**config.mk**
```make
export PLATFORM = sky130hd
export DESIGN_NAME = decode_stage
export DESIGN_NICKNAME = d
export VERILOG_FILES = /design/src/isa_pkg.sv /design/src/issue_pkg.sv /design/src/instr_decoder.sv /design/src/pair_check.sv /design/src/issue_regs.sv /design/src/decode_stage.sv
export VERILOG_INCLUDE_DIRS = /design/src
export SDC_FILE = /design/constraint.sdc
export NUM_CORES = 1
export LEC_CHECK = 0
export BUFFER_PORTS_ARGS = -buffer_cell sky130_fd_sc_hd__buf_2
export CAP_MARGIN = 0
export CELL_PAD_IN_SITES_DETAIL_PLACEMENT = 0
export CELL_PAD_IN_SITES_GLOBAL_PLACEMENT = 1
export CORE_AREA = 5 5 239 241
export CTS_CLUSTER_SIZE = 30
export DETAILED_ROUTE_END_ITERATION = 16
export DIE_AREA = 0 0 244 246
export GPL_TIMING_DRIVEN = 0
export PLACE_DENSITY = 0.55
export SYNTH_ARGS = -nofsm -noshare
export SYNTH_HDL_FRONTEND = slang
export SYNTH_SLANG_ARGS = --single-unit
```
**constraint.sdc**
```tcl
create_clock -name clk -period 3.5 [get_ports clk]
set_clock_uncertainty 0.1 [all_clocks]
set_input_delay 0.175 -clock clk [delete_from_list [all_inputs] [get_ports clk]]
set_output_delay 0.175 -clock clk [all_outputs]
set_load 0.01 [all_outputs]
```
**src/id_defs.svh**
```systemverilog
`ifndef ID_DEFS_SVH
`define ID_DEFS_SVH

// data path and pc width
`define XLEN 32

// fetched instruction word
`define INSTR_W 32

// architectural register index
`define REG_ADDR_W 5

// one-hot alu select
`define ALU_OP_W 12

// load/store byte enables
`define MEM_MASK_W 4

`endif

```
**src/isa_pkg.sv**
```systemverilog
`include "id_defs.svh"

package isa_pkg;

  typedef logic [`REG_ADDR_W-1:0] reg_addr_t;

  // major opcodes in bits 31:26
  typedef enum logic [5:0] {
    OP_GRP0      = 6'h00,
    OP_LU12I     = 6'h05,
    OP_PCADDU12I = 6'h07,
    OP_LDST      = 6'h0a,
    OP_JIRL      = 6'h13,
    OP_B         = 6'h14,
    OP_BL        = 6'h15,
    OP_BEQ       = 6'h16,
    OP_BNE       = 6'h17,
    OP_BLT       = 6'h18,
    OP_BGE       = 6'h19,
    OP_BLTU      = 6'h1a,
    OP_BGEU      = 6'h1b
  } op_31_26_t;

  typedef logic [3:0] op_25_22_t;
  typedef logic [1:0] op_21_20_t;
  typedef logic [4:0] op_19_15_t;

  typedef struct packed {
    op_31_26_t op_31_26;
    op_25_22_t op_25_22;
    op_21_20_t op_21_20;
    op_19_15_t op_19_15;
    reg_addr_t rk;
    reg_addr_t rj;
    reg_addr_t rd;
  } instr_fields_t;

  // bit 0 is alu_add, declared last
  typedef struct packed {
    logic alu_lui;
    logic alu_sra;
    logic alu_srl;
    logic alu_sll;
    logic alu_xor;
    logic alu_or;
    logic alu_nor;
    logic alu_and;
    logic alu_sltu;
    logic alu_slt;
    logic alu_sub;
    logic alu_add;
  } alu_bits_t;

  typedef union packed {
    alu_bits_t                op;
    logic [`ALU_OP_W-1:0]     vec;
  } alu_op_t;

endpackage

```
**src/issue_pkg.sv**
```systemverilog
`include "id_defs.svh"

package issue_pkg;

  import isa_pkg::*;

  typedef struct packed {
    logic [`XLEN-1:0]    pc;
    logic [`INSTR_W-1:0] instr;
    logic                pc_is_jump;
  } fetch_entry_t;

  // raddr2 is rd for stores and conditional branches
  typedef struct packed {
    reg_addr_t raddr1;
    reg_addr_t raddr2;
  } rf_req_t;

  typedef struct packed {
    logic [`XLEN-1:0] rj_value;
    logic [`XLEN-1:0] rkd_value;
  } rf_data_t;

  typedef struct packed {
    logic may_jump;
    logic use_rj_value;
    logic use_less;
    logic need_less;
    logic use_zero;
    logic need_zero;
  } branch_ctrl_t;

  typedef struct packed {
    logic use_mul;
    logic use_high;
    logic is_unsigned;
    logic use_div;
    logic use_mod;
  } muldiv_ctrl_t;

  typedef struct packed {
    logic [`XLEN-1:0]       pc;
    logic                   pc_is_jump;
    alu_op_t                alu_op;
    logic [`MEM_MASK_W-1:0] mem_mask;
    logic                   res_from_mem;
    logic                   mem_we;
    logic                   gr_we;
    reg_addr_t              dest;
    logic                   src1_is_pc;
    logic                   src2_is_imm;
    logic                   src2_is_4;
    logic [`XLEN-1:0]       imm;
    logic [`XLEN-1:0]       rj_value;
    logic [`XLEN-1:0]       rkd_value;
    branch_ctrl_t           branch;
    muldiv_ctrl_t           muldiv;
  } uop_t;

  // what the pair check needs from each slot
  typedef struct packed {
    reg_addr_t dest;
    logic      gr_we;
    logic      use_rj;
    logic      use_rkd;
    logic      is_ls;
    logic      is_mul;
    logic      is_div;
    logic      jmp_and_wr;
  } hazard_t;

endpackage

```
**src/instr_decoder.sv**
```systemverilog
`timescale 1ns/100ps
`include "id_defs.svh"

module instr_decoder
  import isa_pkg::*;
  import issue_pkg::*;
(
  input  fetch_entry_t fetch,
  input  rf_data_t     rf_data,
  output uop_t         uop,
  output rf_req_t      rf_req,
  output hazard_t      hazard
);

  instr_fields_t f;
  logic grp0;
  logic grp_3r;
  logic grp_div;
  logic grp_shi;
  logic inst_add, inst_sub, inst_slt, inst_sltu;
  logic inst_nor, inst_and, inst_or, inst_xor;
  logic inst_sll, inst_srl, inst_sra;
  logic inst_slli, inst_srli, inst_srai;
  logic inst_addi, inst_slti, inst_sltui, inst_andi, inst_ori, inst_xori;
  logic inst_lu12i, inst_pcaddu;
  logic inst_ld_b, inst_ld_h, inst_ld_w, inst_ld_bu, inst_ld_hu;
  logic inst_st_b, inst_st_h, inst_st_w;
  logic inst_beq, inst_bne, inst_blt, inst_bge, inst_bltu, inst_bgeu;
  logic inst_b, inst_bl, inst_jirl;
  logic inst_mul, inst_mulh, inst_mulhu;
  logic inst_div, inst_mod, inst_divu, inst_modu;
  logic is_load;
  logic is_store;
  logic is_cbr;
  logic need_ui5, need_si12, need_ui12, need_si16, need_si20, need_si26;
  logic src1_is_pc;
  logic src2_is_imm;
  logic src2_is_4;
  logic gr_we;
  logic may_jump;
  logic [`XLEN-1:0] imm;
  logic [`MEM_MASK_W-1:0] mem_mask;
  reg_addr_t dest;

  assign f = instr_fields_t'(fetch.instr);

  assign grp0    = f.op_31_26 == OP_GRP0;
  assign grp_3r  = grp0 && f.op_25_22 == 4'h0 && f.op_21_20 == 2'h1;
  assign grp_div = grp0 && f.op_25_22 == 4'h0 && f.op_21_20 == 2'h2;
  assign grp_shi = grp0 && f.op_25_22 == 4'h1 && f.op_21_20 == 2'h0;

  // three-register ops
  assign inst_add   = grp_3r && f.op_19_15 == 5'h00;
  assign inst_sub   = grp_3r && f.op_19_15 == 5'h02;
  assign inst_slt   = grp_3r && f.op_19_15 == 5'h04;
  assign inst_sltu  = grp_3r && f.op_19_15 == 5'h05;
  assign inst_nor   = grp_3r && f.op_19_15 == 5'h08;
  assign inst_and   = grp_3r && f.op_19_15 == 5'h09;
  assign inst_or    = grp_3r && f.op_19_15 == 5'h0a;
  assign inst_xor   = grp_3r && f.op_19_15 == 5'h0b;
  assign inst_sll   = grp_3r && f.op_19_15 == 5'h0e;
  assign inst_srl   = grp_3r && f.op_19_15 == 5'h0f;
  assign inst_sra   = grp_3r && f.op_19_15 == 5'h10;
  assign inst_mul   = grp_3r && f.op_19_15 == 5'h18;
  assign inst_mulh  = grp_3r && f.op_19_15 == 5'h19;
  assign inst_mulhu = grp_3r && f.op_19_15 == 5'h1a;
  assign inst_div   = grp_div && f.op_19_15 == 5'h00;
  assign inst_mod   = grp_div && f.op_19_15 == 5'h01;
  assign inst_divu  = grp_div && f.op_19_15 == 5'h02;
  assign inst_modu  = grp_div && f.op_19_15 == 5'h03;
  assign inst_slli  = grp_shi && f.op_19_15 == 5'h01;
  assign inst_srli  = grp_shi && f.op_19_15 == 5'h09;
  assign inst_srai  = grp_shi && f.op_19_15 == 5'h11;

  // 12-bit immediate forms
  assign inst_slti  = grp0 && f.op_25_22 == 4'h8;
  assign inst_sltui = grp0 && f.op_25_22 == 4'h9;
  assign inst_addi  = grp0 && f.op_25_22 == 4'ha;
  assign inst_andi  = grp0 && f.op_25_22 == 4'hd;
  assign inst_ori   = grp0 && f.op_25_22 == 4'he;
  assign inst_xori  = grp0 && f.op_25_22 == 4'hf;

  assign inst_lu12i  = f.op_31_26 == OP_LU12I && !f.op_25_22[3];
  assign inst_pcaddu = f.op_31_26 == OP_PCADDU12I && !f.op_25_22[3];

  assign inst_ld_b  = f.op_31_26 == OP_LDST && f.op_25_22 == 4'h0;
  assign inst_ld_h  = f.op_31_26 == OP_LDST && f.op_25_22 == 4'h1;
  assign inst_ld_w  = f.op_31_26 == OP_LDST && f.op_25_22 == 4'h2;
  assign inst_st_b  = f.op_31_26 == OP_LDST && f.op_25_22 == 4'h4;
  assign inst_st_h  = f.op_31_26 == OP_LDST && f.op_25_22 == 4'h5;
  assign inst_st_w  = f.op_31_26 == OP_LDST && f.op_25_22 == 4'h6;
  assign inst_ld_bu = f.op_31_26 == OP_LDST && f.op_25_22 == 4'h8;
  assign inst_ld_hu = f.op_31_26 == OP_LDST && f.op_25_22 == 4'h9;

  assign inst_jirl = f.op_31_26 == OP_JIRL;
  assign inst_b    = f.op_31_26 == OP_B;
  assign inst_bl   = f.op_31_26 == OP_BL;
  assign inst_beq  = f.op_31_26 == OP_BEQ;
  assign inst_bne  = f.op_31_26 == OP_BNE;
  assign inst_blt  = f.op_31_26 == OP_BLT;
  assign inst_bge  = f.op_31_26 == OP_BGE;
  assign inst_bltu = f.op_31_26 == OP_BLTU;
  assign inst_bgeu = f.op_31_26 == OP_BGEU;

  assign is_load  = inst_ld_b | inst_ld_h | inst_ld_w | inst_ld_bu | inst_ld_hu;
  assign is_store = inst_st_b | inst_st_h | inst_st_w;
  assign is_cbr   = inst_beq | inst_bne | inst_blt | inst_bge | inst_bltu | inst_bgeu;

  assign need_ui5  = inst_slli | inst_srli | inst_srai;
  assign need_si12 = inst_addi | inst_slti | inst_sltui | is_load | is_store;
  assign need_ui12 = inst_andi | inst_ori | inst_xori;
  assign need_si16 = inst_jirl | is_cbr;
  assign need_si20 = inst_lu12i | inst_pcaddu;
  assign need_si26 = inst_b | inst_bl;

  always_comb
  begin
    imm = '0;
    if (need_si20)
      imm = {fetch.instr[24:5], 12'b0};
    else if (need_ui5)
      imm = {27'b0, f.rk};
    else if (need_si26)
      imm = {{6{fetch.instr[9]}}, fetch.instr[9:0], fetch.instr[25:10]};
    else if (need_si16)
      imm = {{16{fetch.instr[25]}}, fetch.instr[25:10]};
    else if (need_ui12)
      imm = {20'b0, fetch.instr[21:10]};
    else if (need_si12)
      imm = {{20{fetch.instr[21]}}, fetch.instr[21:10]};
  end

  assign mem_mask = (inst_ld_w | inst_st_w) ? 4'hf :
                    (inst_ld_h | inst_ld_hu | inst_st_h) ? 4'h3 :
                    (inst_ld_b | inst_ld_bu | inst_st_b) ? 4'h1 : 4'h0;

  assign src1_is_pc  = inst_jirl | inst_bl | inst_pcaddu;
  assign src2_is_4   = inst_jirl | inst_bl;
  assign src2_is_imm = need_ui5 | need_si12 | need_ui12 | need_si20;
  assign may_jump    = is_cbr | inst_b | inst_bl | inst_jirl;

  // unknown encodings must not write
  assign gr_we = inst_add | inst_sub | inst_slt | inst_sltu | inst_nor | inst_and | inst_or
               | inst_xor | inst_sll | inst_srl | inst_sra | inst_mul | inst_mulh | inst_mulhu
               | inst_div | inst_mod | inst_divu | inst_modu | need_ui5 | need_ui12
               | inst_addi | inst_slti | inst_sltui | need_si20 | is_load | inst_jirl | inst_bl;
  assign dest  = inst_bl ? reg_addr_t'(1) : f.rd;

  assign rf_req.raddr1 = f.rj;
  assign rf_req.raddr2 = (is_store | is_cbr) ? f.rd : f.rk;

  always_comb
  begin
    uop.pc                 = fetch.pc;
    uop.pc_is_jump         = fetch.pc_is_jump;
    uop.alu_op.op.alu_add  = inst_add | inst_addi | is_load | is_store | inst_jirl
                           | inst_bl | inst_pcaddu;
    uop.alu_op.op.alu_sub  = inst_sub | inst_beq | inst_bne;
    uop.alu_op.op.alu_slt  = inst_slt | inst_slti | inst_blt | inst_bge;
    uop.alu_op.op.alu_sltu = inst_sltu | inst_sltui | inst_bltu | inst_bgeu;
    uop.alu_op.op.alu_and  = inst_and | inst_andi;
    uop.alu_op.op.alu_nor  = inst_nor;
    uop.alu_op.op.alu_or   = inst_or | inst_ori;
    uop.alu_op.op.alu_xor  = inst_xor | inst_xori;
    uop.alu_op.op.alu_sll  = inst_sll | inst_slli;
    uop.alu_op.op.alu_srl  = inst_srl | inst_srli;
    uop.alu_op.op.alu_sra  = inst_sra | inst_srai;
    uop.alu_op.op.alu_lui  = inst_lu12i;
    uop.mem_mask           = mem_mask;
    uop.res_from_mem       = is_load;
    uop.mem_we             = is_store;
    uop.gr_we              = gr_we;
    uop.dest               = dest;
    uop.src1_is_pc         = src1_is_pc;
    uop.src2_is_imm        = src2_is_imm;
    uop.src2_is_4          = src2_is_4;
    uop.imm                = imm;
    uop.rj_value           = rf_data.rj_value;
    uop.rkd_value          = rf_data.rkd_value;
    uop.branch.may_jump     = may_jump;
    uop.branch.use_rj_value = inst_jirl;
    uop.branch.use_less     = inst_blt | inst_bge | inst_bltu | inst_bgeu;
    uop.branch.need_less    = inst_blt | inst_bltu;
    uop.branch.use_zero     = inst_beq | inst_bne;
    uop.branch.need_zero    = inst_beq;
    uop.muldiv.use_mul     = inst_mul | inst_mulh | inst_mulhu;
    uop.muldiv.use_high    = inst_mulh | inst_mulhu;
    uop.muldiv.is_unsigned = inst_mulhu | inst_divu | inst_modu | inst_ld_bu | inst_ld_hu;
    uop.muldiv.use_div     = inst_div | inst_mod | inst_divu | inst_modu;
    uop.muldiv.use_mod     = inst_mod | inst_modu;
  end

  assign hazard.dest       = dest;
  assign hazard.gr_we      = gr_we;
  assign hazard.use_rj     = inst_jirl | ~src1_is_pc;
  // stores read rd through the second port
  assign hazard.use_rkd    = ~(src2_is_imm | src2_is_4) | is_store;
  assign hazard.is_ls      = |mem_mask;
  assign hazard.is_mul     = inst_mul | inst_mulh | inst_mulhu;
  assign hazard.is_div     = inst_div | inst_mod | inst_divu | inst_modu;
  assign hazard.jmp_and_wr = gr_we & may_jump;

endmodule

```
**src/pair_check.sv**
```systemverilog
`timescale 1ns/100ps

module pair_check
  import issue_pkg::*;
(
  input  hazard_t older,
  input  hazard_t younger,
  input  rf_req_t younger_req,
  output logic    pair_ok
);

  logic link_after_long;
  logic raw_rj;
  logic raw_rkd;
  logic raw;
  logic both_ls;
  logic both_mul;
  logic both_div;

  // bl/jirl cannot follow a multi-cycle unit op in the same bundle
  assign link_after_long = younger.jmp_and_wr & (older.is_ls | older.is_mul | older.is_div);

  // r0 never creates a dependency
  assign raw_rj  = younger.use_rj && older.dest == younger_req.raddr1;
  assign raw_rkd = younger.use_rkd && older.dest == younger_req.raddr2;
  assign raw     = older.gr_we && |older.dest && (raw_rj || raw_rkd);

  // one memory port, one multiplier, one divider
  assign both_ls  = older.is_ls & younger.is_ls;
  assign both_mul = older.is_mul & younger.is_mul;
  assign both_div = older.is_div & younger.is_div;

  assign pair_ok = ~(link_after_long | raw | both_ls | both_mul | both_div);

endmodule

```
**src/issue_regs.sv**
```systemverilog
`timescale 1ns/100ps

module issue_regs
  import issue_pkg::*;
(
  input  logic clk,
  input  logic rst_n,
  input  uop_t uop0_in,
  input  uop_t uop1_in,
  input  logic valid0_in,
  input  logic valid1_in,
  input  logic exe_ready,
  input  logic flush_all,
  input  logic flush_younger,
  input  logic slot1_done,
  output uop_t uop0,
  output uop_t uop1,
  output logic valid0,
  output logic valid1
);

  logic clear0;
  logic clear1;

  // older slot survives a younger flush unless slot 1 already retired
  assign clear0 = flush_all | (flush_younger & slot1_done);
  assign clear1 = flush_all | flush_younger;

  always_ff @(posedge clk)
  begin
    if (!rst_n || clear0)
      valid0 <= 1'b0;
    else if (exe_ready)
      valid0 <= valid0_in;
  end

  always_ff @(posedge clk)
  begin
    if (!rst_n || clear1)
      valid1 <= 1'b0;
    else if (exe_ready)
      valid1 <= valid1_in;
  end

  always_ff @(posedge clk)
  begin
    if (exe_ready)
    begin
      uop0 <= uop0_in;
      uop1 <= uop1_in;
    end
  end

endmodule

```
**src/decode_stage.sv**
```systemverilog
`timescale 1ns/100ps

module decode_stage
  import issue_pkg::*;
(
  input  logic         clk,
  input  logic         rst_n,
  input  fetch_entry_t fetch0,
  input  fetch_entry_t fetch1,
  input  logic         fetch0_valid,
  input  logic         fetch1_valid,
  output logic [1:0]   pop,
  output rf_req_t      rf_req0,
  output rf_req_t      rf_req1,
  input  rf_data_t     rf_data0,
  input  rf_data_t     rf_data1,
  output uop_t         exe_uop0,
  output uop_t         exe_uop1,
  output logic         exe_valid0,
  output logic         exe_valid1,
  input  logic         exe_ready,
  input  logic         flush_all,
  input  logic         flush_younger,
  input  logic         slot1_done
);

  uop_t    uop0;
  uop_t    uop1;
  hazard_t haz0;
  hazard_t haz1;
  logic    pair_ok;
  logic    valid1_next;

  instr_decoder dec0_i (
    .fetch   (fetch0),
    .rf_data (rf_data0),
    .uop     (uop0),
    .rf_req  (rf_req0),
    .hazard  (haz0)
  );

  instr_decoder dec1_i (
    .fetch   (fetch1),
    .rf_data (rf_data1),
    .uop     (uop1),
    .rf_req  (rf_req1),
    .hazard  (haz1)
  );

  pair_check pair_i (
    .older       (haz0),
    .younger     (haz1),
    .younger_req (rf_req1),
    .pair_ok     (pair_ok)
  );

  // younger goes out only when it can share the bundle
  assign valid1_next = fetch1_valid & pair_ok;
  assign pop         = {valid1_next & exe_ready, fetch0_valid & exe_ready};

  issue_regs regs_i (
    .clk           (clk),
    .rst_n         (rst_n),
    .uop0_in       (uop0),
    .uop1_in       (uop1),
    .valid0_in     (fetch0_valid),
    .valid1_in     (valid1_next),
    .exe_ready     (exe_ready),
    .flush_all     (flush_all),
    .flush_younger (flush_younger),
    .slot1_done    (slot1_done),
    .uop0          (exe_uop0),
    .uop1          (exe_uop1),
    .valid0        (exe_valid0),
    .valid1        (exe_valid1)
  );

endmodule

```
==> results.py, run 1 <==
metrics = {
    "floorplan": {
        "fp.coreArea_um2": 54700,
        "initial_core_util_pct": 23.4,
        "dieArea_um2": 60000,
        "die-width_um": 244,
        "num_rows": 86,
        "die_y_um": 246,
        "io_pins": 624,
    },
    "grt": {
        "met3_usage_pct": 5.57,
        "grt_antenna_before_repair": 13,
        "globalRouteOverflowTotal": 0,
        "grtUsageMet1_pct": 20.1,
        "busiest_layer": "met2",
        "grtUsageTotal_pct": 17.1,
        "use_met2_pct": 29.7,
        "grt_max_degree": 125,
        "grt_pass1_vias": 11100,
        "grt_pass1_wl_um": 76300,
    },
    "critical_path": {
        "cp.required_ns": 3.81,
        "crit_buf_inv": 3,
        "crit_path_max_incr_delay_ns": 0.71,
        "cp_cell_sequence": "buf_2 -> or3_4 -> nor4_1 -> nand2_1 -> a221oi_1 -> a21oi_1 -> clkbuf_1 -> o21ai_0 -> dlygate4sd3_1",
        "endpoint_kind": "flop",
        "crit_type": "in -> reg",
        "critPathArrivalTime_ns": 3.64,
        "worstPathMaxFanout": 10,
        "crit_family": "simple AND/OR/NAND/NOR gates",
        "slowest_stage": "nor4_1",
        "start_kind": "input pin",
    },
    "cts": {
        "cts_made_buffers": 39,
        "cts-root-buf": "clkbuf_16",
        "cts_tree": "done",
        "htreeDepth": 2,
        "clock_latency_ns": 0.54,
        "cts_setup_buffers": 0,
        "cts_buffer_depth": 3,
        "cts_sinks": 334,
        "clk_pin_slew_worst_paths_ns": 0.06,
    },
    "placement": {
        "place_ws_ns": 0.0485,
        "gp_congestion": 0.821,
        "hpwl_um": 42100,
        "io_buffer_count": 617,
    },
    "run_status": {
        "status": "complete, but fails checks",
        "violations": "negative hold slack",
    },
    "worst_hold_path": {
        "hold_path_class": "in -> reg",
    },
    "power_and_ir_drop": {
        "comb_power_share_pct": 13.0,
        "power.switching_uw": 2440,
        "p_int_uw": 7540,
        "seqPwrFrac_pct": 48.1,
        "peakVddDrop_v": 0.000310,
        "p_leak_uw": 0.00849,
        "p_clk_share_pct": 39.0,
        "power_density_nw_per_um2": 487,
        "switching_share_pct": 24.5,
    },
    "sta": {
        "whs_ns": -0.00615,
        "rsz0062_at_grt": "no",
        "slew_headroom_pct": 19.0,
        "max_freq_ghz": 0.300,
        "setup_tns_ns": 0,
        "worst_pin_slew_ns": 1.20,
        "slew_viol_final": 0,
        "setup_viol": 0,
        "hold_viol_final": 1,
        "min_period_ns": 3.33,
        "post-route-period-util_pct": 95.2,
        "worst_slack_ns": 0.167,
    },
    "synthesis": {
        "syn_nets": 1084,
        "ys_warn_count": 0,
        "synthFlopType": "edfxtp_1",
        "ys_seq_elements": 334,
        "synth_top_area_cell": "edfxtp_1",
        "async_flop_share_pct": 0,
        "synth_edf_count": 332,
        "synth.distinct_cells": 68,
        "synth_cells": 818,
        "syn-cell-area_um2": 12800,
        "synth_area_leaders": "edfxtp_1 78%, nor2_1 2.0%, nand2_1 1.5%",
        "yosysSeqAreaShare_pct": 78.2,
        "netlist.area_leader.share_pct": 77.8,
        "avgSynthCellArea_um2": 15.7,
    },
    "routing": {
        "vias": 10700,
        "drtAntennaViolNets": 0,
        "wirelength_um": 54800,
        "drc": 0,
        "drt-initial-drc-count": 652,
        "viasPerCell": 4.34,
        "drtPass1Iterations": 5,
        "wl_per_cell_um": 22.3,
    },
    "finish": {
        "area_growth_pct": 60.2,
        "drive_above_1_share_pct": 40.6,
        "num-nets-final": 1986,
        "num-fill-cells": 5390,
    },
    "job": {
        "maxCapViolCount": 0,
    },
}
[layer usage]
| layer | vias up | wire [µm] |
|---|---|---|
| li1 | 4933 | - |
| met1 | 5225 | 21000 |
| met2 | 445 | 27700 |
| met3 | 79 | 4630 |
| met4 | 4 | 1530 |
| met5 | - | 27 |
[layout by cell type (no fill, tap or decap), types with 8 or more instances in the layout]
| master | count |
|---|---|
| buf_2 | 616 |
| edfxtp_1 | 332 |
| dlygate4sd3_1 | 242 |
| nor2_1 | 69 |
| nand2_1 | 51 |
| clkbuf_1 | 40 |
| clkbuf_16 | 40 |
| o21ai_0 | 38 |
| and2_1 | 29 |
| nor2b_1 | 22 |
| inv_1 | 19 |
| nand2b_1 | 18 |
| a21oi_1 | 17 |
| a21o_1 | 16 |
| buf_4 | 12 |
| nor4_1 | 11 |
| nor3_1 | 11 |
| nand3_1 | 11 |
| diode_2 | 9 |
| clkinv_1 | 9 |
| mux2_2 | 8 |
[path summary, 6_finish.rpt]
check,startpoint,endpoint,slack (ns),depth (start not counted)
max,fetch1[27],regs_i.uop1[96],0.17,9
min,fetch0[16],regs_i.uop0[4],-0.006,2
max reg2reg,regs_i.valid0,regs_i.valid0,2.22,3
min reg2reg,regs_i.valid1,regs_i.valid1,0.39,2
[Yosys cell counts (4+ instances only)]
cell / count
a2111oi_0: 4
a211oi_1: 5
a21o_1: 16
a21oi_1: 17
a221o_1: 6
a31oi_1: 6
and2_1: 29
and3_1: 5
buf_4: 12
clkbuf_1: 34
edfxtp_1: 332
inv_1: 19
mux2_2: 8
nand2_1: 51
nand2b_1: 18
nand3_1: 11
nand3b_1: 6
nor2_1: 69
nor2b_1: 22
nor3_1: 11
nor4_1: 12
nor4b_1: 4
o21ai_0: 38
o22ai_1: 6
o31ai_1: 4
or2_2: 4
or3_1: 6
xnor2_1: 6
[area by class of cell]
| type | instances | area (µm²) | share of cell area [%] |
|---|---|---|---|
| inverter | 19 | 71.3 | 0.348 |
| multi-input combinational | 417 | 2510 | 12.2 |
| timing repair buffer | 861 | 5580 | 27.2 |
| tap | 704 | 881 | 4.29 |
| antenna | 9 | 22.5 | 0.110 |
| clock buffer | 46 | 1020 | 4.99 |
| buffer | 48 | 234 | 1.14 |
| sequential | 334 | 10000 | 48.8 |
| clock inverter | 23 | 184 | 0.897 |
[registers in the layout (all words and copies together) (netlist names)]
signal and flops:
regs_i.valid1 1, regs_i.uop1 166, regs_i.uop0 166, regs_i.valid0 1
[cells by family after synthesis]
family          after synthesis  synth area share, %
buf+inv                      67                 2.38
simple gates                264                 10.7
flops                       334                 78.2
compound gates              134                 7.14
mux                          12                 1.09
xor+xnor                      7                0.479
[repair_timing]
action | in CTS | in global routing
resized for setup | 0 | 3
endpoints found under the hold margin | 253 | 0
endpoints found under the setup margin | 0 | 1
hold buffers | 242 | 0
[power groups by stage]
stage / sequential (µW) / clock, µW / combinational (µW)
floorplan: 5050 / 0 / 183
global placement: 4910 / 0 / 1070
detailed placement: 4880 / 0 / 1070
CTS: 4800 / 4030 / 1310
global route: 4820 / 4190 / 1380
finish: 4800 / 3890 / 1300
[stage by stage]
stage | instance area, µm² | util (%) | power, µW | std cells
finish | 20500 | 37.5 | 9980 | 2461
CTS | 20500 | 37.4 | 10100 | 2452
global route | 20500 | 37.5 | 10400 | 2459
floorplan | 12800 | - | 5230 | 818
detailed placement | 16800 | 30.8 | 5950 | 2141
global placement | 16800 | 30.7 | 5980 | 2139
No activity file was read; power rests on OpenSTA's default activity.
==> run 2, diff against run 1 <==
--- a/config.mk
+++ b/config.mk
@@ -11,11 +11,12 @@
 export CELL_PAD_IN_SITES_DETAIL_PLACEMENT = 0
 export CELL_PAD_IN_SITES_GLOBAL_PLACEMENT = 1
 export CORE_AREA = 5 5 239 241
+export CTS_CLUSTER_DIAMETER = 50
 export CTS_CLUSTER_SIZE = 30
 export DETAILED_ROUTE_END_ITERATION = 16
 export DIE_AREA = 0 0 244 246
 export GPL_TIMING_DRIVEN = 0
-export PLACE_DENSITY = 0.55
+export PLACE_DENSITY = 0.66
 export SYNTH_ARGS = -nofsm -noshare
 export SYNTH_HDL_FRONTEND = slang
 export SYNTH_SLANG_ARGS = --single-unit
==> run 2 against run 1 <==
Compared with the run above:
- the flow now finishes without violations
- worst setup slack improved by 0.051 ns
- sequential cell count is the same
- non-clock buffer count grew 6
- first-iteration DRC count grew 13%
- clock power rose by 17%
- worst hold slack improved by 0.014 ns
- fmax grew 1.5%
- core utilization grew 0.73 points
- global-route usage is 0.22 points higher
- largest power group unchanged
==> results.py, run 2 (same netlist as run 1, synthesis figures left out) <==
metrics = {
    "critical_path": {
        "crit_family": "simple AND/OR/NAND/NOR gates",
        "reg2regPathDepth": 3,
        "critPathArrivalTime_ns": 3.01,
        "ff2ff_setup_slack_ns": 2.23,
        "start_kind": "input pin",
        "worstPathMaxFanout": 10,
        "r2r_end": "regs_i.valid0",
        "critPathMostFrequentCell": "buf_2",
        "critPathCapture": "pop[1]",
        "slowest_stage": "nor4_1",
        "cp_cell_sequence": "buf_2 -> clkbuf_1 -> nand2b_1 -> nor4_1 -> a21oi_1 -> nor2_1 -> a2111oi_0 -> a41o_1 -> a21boi_1 -> buf_2",
        "crit_buf_inv": 3,
        "crit_path_max_incr_delay_ns": 0.91,
        "startpoint": "fetch1[29]",
        "reg2reg_from": "regs_i.valid0",
        "cp.required_ns": 3.22,
        "crit_type": "in -> out",
        "endpoint_kind": "output pin",
        "cp.depth": 10,
    },
    "run_status": {
        "status": "finished, final reports clean",
    },
    "routing": {
        "highest_layer": "met4",
        "drtAntennaViolNets": 0,
        "drt-initial-drc-count": 736,
        "m1WireLength_um": 20600,
        "wl_met3_um": 5150,
        "viasPerCell": 4.44,
        "wirelength_um": 55300,
        "met2_length_um": 27900,
        "drc": 0,
        "wl_per_cell_um": 22.3,
        "vias": 11000,
        "drtPass1Iterations": 5,
    },
    "sta": {
        "worst_pin_slew_ns": 1.22,
        "min_period_ns": 3.28,
        "slew_headroom_pct": 17.8,
        "worst_slack_ns": 0.218,
        "post-route-period-util_pct": 93.8,
        "slew_viol_final": 0,
        "hold_viol_final": 0,
        "setup_viol": 0,
        "max_freq_ghz": 0.305,
        "setup_tns_ns": 0,
        "rsz0062_at_grt": "no",
    },
    "grt": {
        "grtUsageTotal_pct": 17.3,
        "grt_max_degree": 133,
        "grt_antenna_before_repair": 17,
        "grt_pass1_wl_um": 77300,
        "globalRouteOverflowTotal": 0,
        "grt_pass1_vias": 11300,
    },
    "job": {
        "maxCapViolCount": 0,
    },
    "finish": {
        "num-fill-cells": 5302,
        "mostFrequentLayoutCells": "617 x buf_2, 332 x edfxtp_1, 247 x dlygate4sd3_1, 69 x nor2_1, 51 x nand2_1",
        "drive_above_1_share_pct": 41.7,
        "multi_input_comb_area_um2": 2520,
        "seq_area_um2": 10000,
        "area_growth_pct": 63.3,
        "num-nets-final": 1997,
        "largestRegisters": "regs_i.uop0 x166, regs_i.uop1 x166",
        "final_cell_area_um2": 20900,
        "layout_commonest_cell": "buf_2",
    },
    "cts": {
        "cts_buffer_depth": 3,
        "clk_pin_slew_worst_paths_ns": 0.07,
        "cts_tree": "done",
        "cts_sinks": 334,
        "clock_latency_ns": 0.54,
        "cts-root-buf": "clkbuf_16",
        "htreeDepth": 2,
        "cts_made_buffers": 44,
    },
    "power_and_ir_drop": {
        "p_int_uw": 7890,
        "seqPwrFrac_pct": 45.1,
        "p_leak_uw": 0.00866,
        "p_clk_share_pct": 42.7,
        "peakVddDrop_v": 0.000247,
        "power.switching_uw": 2760,
        "comb_power_share_pct": 12.2,
        "power_density_nw_per_um2": 510,
        "switching_share_pct": 25.9,
    },
    "floorplan": {
        "io_pins": 624,
        "die-width_um": 244,
        "dieArea_um2": 60000,
        "fp.coreArea_um2": 54700,
        "die_y_um": 246,
        "num_rows": 86,
        "initial_core_util_pct": 23.4,
    },
    "placement": {
        "placed_area_um2": 16800,
        "gp_congestion": 0.870,
        "hpwl_um": 42700,
        "io_buffer_count": 617,
        "place_ws_ns": -0.422,
    },
    "worst_hold_path": {
        "hold_path_class": "in -> reg",
    },
}
[run 2: area by class of cell]
cell class | count | area share [%]
Buffer | 48 | 1.12
Sequential cell | 334 | 47.9
Multi-Input combinational cell | 417 | 12.1
Antenna cell | 12 | 0.144
Timing Repair Buffer | 867 | 26.9
Clock inverter | 35 | 1.82
Inverter | 19 | 0.341
Clock buffer | 47 | 5.52
Tap cell | 704 | 4.21
[run 2: how the worst min path moves through the flow]
stage	start	end	slack, ns	cells past startpoint
floorplan	flush_younger	regs_i.valid0	0.17	1
global placement	fetch1[39]	regs_i.uop1[141]	0.25	1
detailed placement	rf_data0[25]	regs_i.uop0[36]	0.25	1
CTS	fetch0[2]	regs_i.uop0[92]	0.0009	3
global route	exe_ready	regs_i.uop1[155]	0.01	1
finish	exe_ready	regs_i.uop0[15]	0.008	1
[run 2: repair_timing]
item,in CTS,in global routing
hold buffers,247,0
pin swaps,0,0
endpoints found under the setup margin,1,1
resized for setup,4,3
cloned,0,0
hold endpoints to repair,257,0
setup buffers,0,0
[run 2: stage by stage]
stage | utilization [%] | total power (µW) | instances | hold slack (ns)
2_1_floorplan | - | 5230 | 818 | 0.170
3_3_place_gp | 30.7 | 5970 | 2139 | 0.252
3_5_place_dp | 30.8 | 5950 | 2142 | 0.253
4_1_cts | 38.2 | 10800 | 2471 | 0.000919
5_1_grt | 38.3 | 11100 | 2482 | 0.0140
6_report | 38.3 | 10700 | 2483 | 0.00780
[run 2: power by group through the flow]
| stage | Combinational [µW] | Clock (µW) | Sequential (µW) |
|---|---|---|---|
| 5_1_grt | 1390 | 4870 | 4830 |
| 3_3_place_gp | 1050 | 0 | 4920 |
| 4_1_cts | 1310 | 4690 | 4800 |
| 6_report | 1300 | 4550 | 4800 |
| 2_1_floorplan | 183 | 0 | 5050 |
| 3_5_place_dp | 1070 | 0 | 4880 |
[run 2: layer usage]
metal / vias up / global-route usage, %
met4: 0 / 5.68
li1: 4972 / -
met3: 97 / 6.18
met2: 541 / 30.3
met1: 5411 / 19.8
met5: - / 0
==> run 3, diff against run 2 <==
--- a/config.mk
+++ b/config.mk
@@ -10,13 +10,14 @@
 export CAP_MARGIN = 0
 export CELL_PAD_IN_SITES_DETAIL_PLACEMENT = 0
 export CELL_PAD_IN_SITES_GLOBAL_PLACEMENT = 1
-export CORE_AREA = 5 5 239 241
+export CORE_AREA = 5 5 243 245
 export CTS_CLUSTER_DIAMETER = 50
 export CTS_CLUSTER_SIZE = 30
 export DETAILED_ROUTE_END_ITERATION = 16
-export DIE_AREA = 0 0 244 246
+export DIE_AREA = 0 0 248 250
 export GPL_TIMING_DRIVEN = 0
-export PLACE_DENSITY = 0.66
+export PLACE_DENSITY = 0.7
 export SYNTH_ARGS = -nofsm -noshare
 export SYNTH_HDL_FRONTEND = slang
+export SYNTH_HIERARCHICAL = 1
 export SYNTH_SLANG_ARGS = --single-unit
==> run 3 against run 2 <==
Compared with the run above:
- final area is 6.3% higher
- largest cell class unchanged
- clock power is 11% higher
- sequential share of layout area is 2.6 points lower
- largest power group is now clock
- die area is 3.3% higher
- sequential cell count is 2 higher
- critical path depth is 5 higher
- synthesized cell count is 29% higher
- critical path type unchanged
- first-iteration DRC count is 0.27% lower
- core utilization is 0.78 points higher
==> results.py, run 3 <==
metrics = {
    "routing": {
        "wl_per_cell_um": 20.9,
        "drt-initial-drc-count": 734,
        "drtAntennaViolNets": 0,
        "drc": 0,
        "drtPass1Iterations": 5,
        "vias": 11100,
        "viasPerCell": 4.28,
        "wirelength_um": 54300,
    },
    "floorplan": {
        "dieArea_um2": 62000,
        "num_rows": 88,
        "die-width_um": 248,
        "die_y_um": 250,
        "io_pins": 624,
        "fp.coreArea_um2": 56900,
        "initial_core_util_pct": 26.1,
    },
    "sta": {
        "slew_viol_final": 0,
        "rsz0062_at_grt": "no",
        "worst_pin_slew_ns": 1.18,
        "setup_viol": 0,
        "hold_viol_final": 0,
        "setup_tns_ns": 0,
        "slew_headroom_pct": 20.4,
        "post-route-period-util_pct": 95.1,
        "min_period_ns": 3.33,
        "max_freq_ghz": 0.300,
    },
    "finish": {
        "final_cell_area_um2": 22200,
        "drive_above_1_share_pct": 43.7,
        "layout_commonest_cell": "buf_2",
        "fin_util_pct": 39.0,
        "num-nets-final": 2044,
        "mostFrequentLayoutCells": "424 x buf_2, 334 x edfxtp_1, 246 x buf_4, 245 x dlygate4sd3_1, 59 x nor2_1",
        "final_cells": 2594,
        "area_growth_pct": 49.7,
        "largestRegisters": "regs_i/uop0 x167, regs_i/uop1 x167",
    },
    "power_and_ir_drop": {
        "p_leak_uw": 0.00913,
        "power_density_nw_per_um2": 507,
        "peakVddDrop_v": 0.000383,
    },
    "critical_path": {
        "worstPathMaxFanout": 8,
        "crit_family": "simple AND/OR/NAND/NOR gates",
        "crit_buf_inv": 4,
        "cp.required_ns": 3.22,
        "endpoint_kind": "output pin",
        "crit_path_max_incr_delay_ns": 0.35,
        "critPathMostFrequentCell": "buf_2",
        "start_kind": "input pin",
        "critPathArrivalTime_ns": 3.05,
        "cp_cell_sequence": "buf_2 -> or2_1 -> or3_1 -> buf_2 -> nor2_4 -> a31o_4 -> buf_12 -> mux2_4 -> xor2_1 -> nor4_1 -> nand3_1 -> a21oi_2 -> nor2_2 -> and3_1 -> buf_2",
        "crit_type": "in -> out",
        "slowest_stage": "or3_1",
    },
    "cts": {
        "cts_buffer_depth": 3,
        "htreeDepth": 2,
        "clock_latency_ns": 0.56,
        "cts_tree": "done",
        "cts-root-buf": "clkbuf_16",
        "cts_made_buffers": 49,
        "clk_pin_slew_worst_paths_ns": 0.06,
        "cts_sinks": 336,
    },
    "run_status": {
        "status": "finished, final reports clean",
    },
    "placement": {
        "hpwl_um": 40200,
        "dp_cells": 2245,
        "io_buffer_count": 419,
        "gp_congestion": 0.875,
        "placed_area_um2": 18000,
    },
    "grt": {
        "grt_pass1_vias": 11800,
        "grt_pass1_wl_um": 76100,
        "grt_max_degree": 121,
        "grtUsageTotal_pct": 16.3,
        "grt_antenna_before_repair": 11,
        "globalRouteOverflowTotal": 0,
    },
    "synthesis": {
        "syn_nets": 1325,
        "avgSynthCellArea_um2": 14.0,
        "synth_cells": 1059,
        "syn-cell-area_um2": 14800,
        "ys_warn_count": 6,
    },
    "job": {
        "maxCapViolCount": 0,
    },
    "worst_hold_path": {
        "hold_path_class": "in -> reg",
    },
}
run 3: per-layer routing:
layer | track usage, % | vias to the layer above | wire [µm]
met5 | 0 | - | 0
met4 | 5.23 | 0 | 1240
met3 | 5.45 | 80 | 5270
met2 | 28.0 | 516 | 27100
met1 | 19.1 | 5406 | 20700
li1 | - | 5110 | -
run 3: final timing paths:
kind                      start              end  slack, ns  cells past startpoint
setup / recovery     fetch1[32]           pop[1]       0.17                     15
hold / removal       fetch1[10]  regs_i/uop1[91]       0.03                      3
setup reg to reg  regs_i/valid0    regs_i/valid0       2.17                      3
hold reg to reg   regs_i/valid1    regs_i/valid1       0.99                      3
run 3: area by class of cell:
| type | instances | area (µm²) |
|---|---|---|
| multi-input combinational | 428 | 2780 |
| tap | 765 | 957 |
| sequential | 336 | 10100 |
| clock inverter | 37 | 433 |
| inverter | 14 | 52.6 |
| buffer | 281 | 2000 |
| antenna | 11 | 27.5 |
| fill | 5408 | 34700 |
| timing repair buffer | 668 | 4640 |
| clock buffer | 54 | 1270 |
run 3: through the flow:
| step | hold WS, ns | power (µW) | setup slack (ns) |
|---|---|---|---|
| CTS | 0.00159 | 11400 | 0.0589 |
| global placement | 0.253 | 6090 | -3.06 |
| global route | 0.0207 | 11700 | 0.00644 |
| detailed placement | 0.254 | 6070 | -0.367 |
| finish | 0.0322 | 11300 | 0.170 |
| floorplan | 0.154 | 5450 | 0.511 |
run 3: what timing repair did:
| item | 4_1_cts | 5_1_grt |
|---|---|---|
| gates resized for setup | 7 | 9 |
| hold buffers | 245 | 0 |
| gates cloned | 0 | 0 |
| setup endpoints to repair | 1 | 2 |
| buffers inserted | 0 | 2 |
| pin swaps | 1 | 3 |
| hold endpoints to repair | 258 | 0 |
run 3: worst min-delay path: cells and delay by family:
kind	cells	cell delay, ns
buffers and inverters	1	0.19
AO/OA/AOI/OAI	1	0.07
AND/OR/NAND/NOR	1	0.08
run 3: report_power, final:
| part | switching (µW) | internal [µW] |
|---|---|---|
| combinational | 743 | 653 |
| clock | 2030 | 3010 |
| sequential | 80.0 | 4750 |
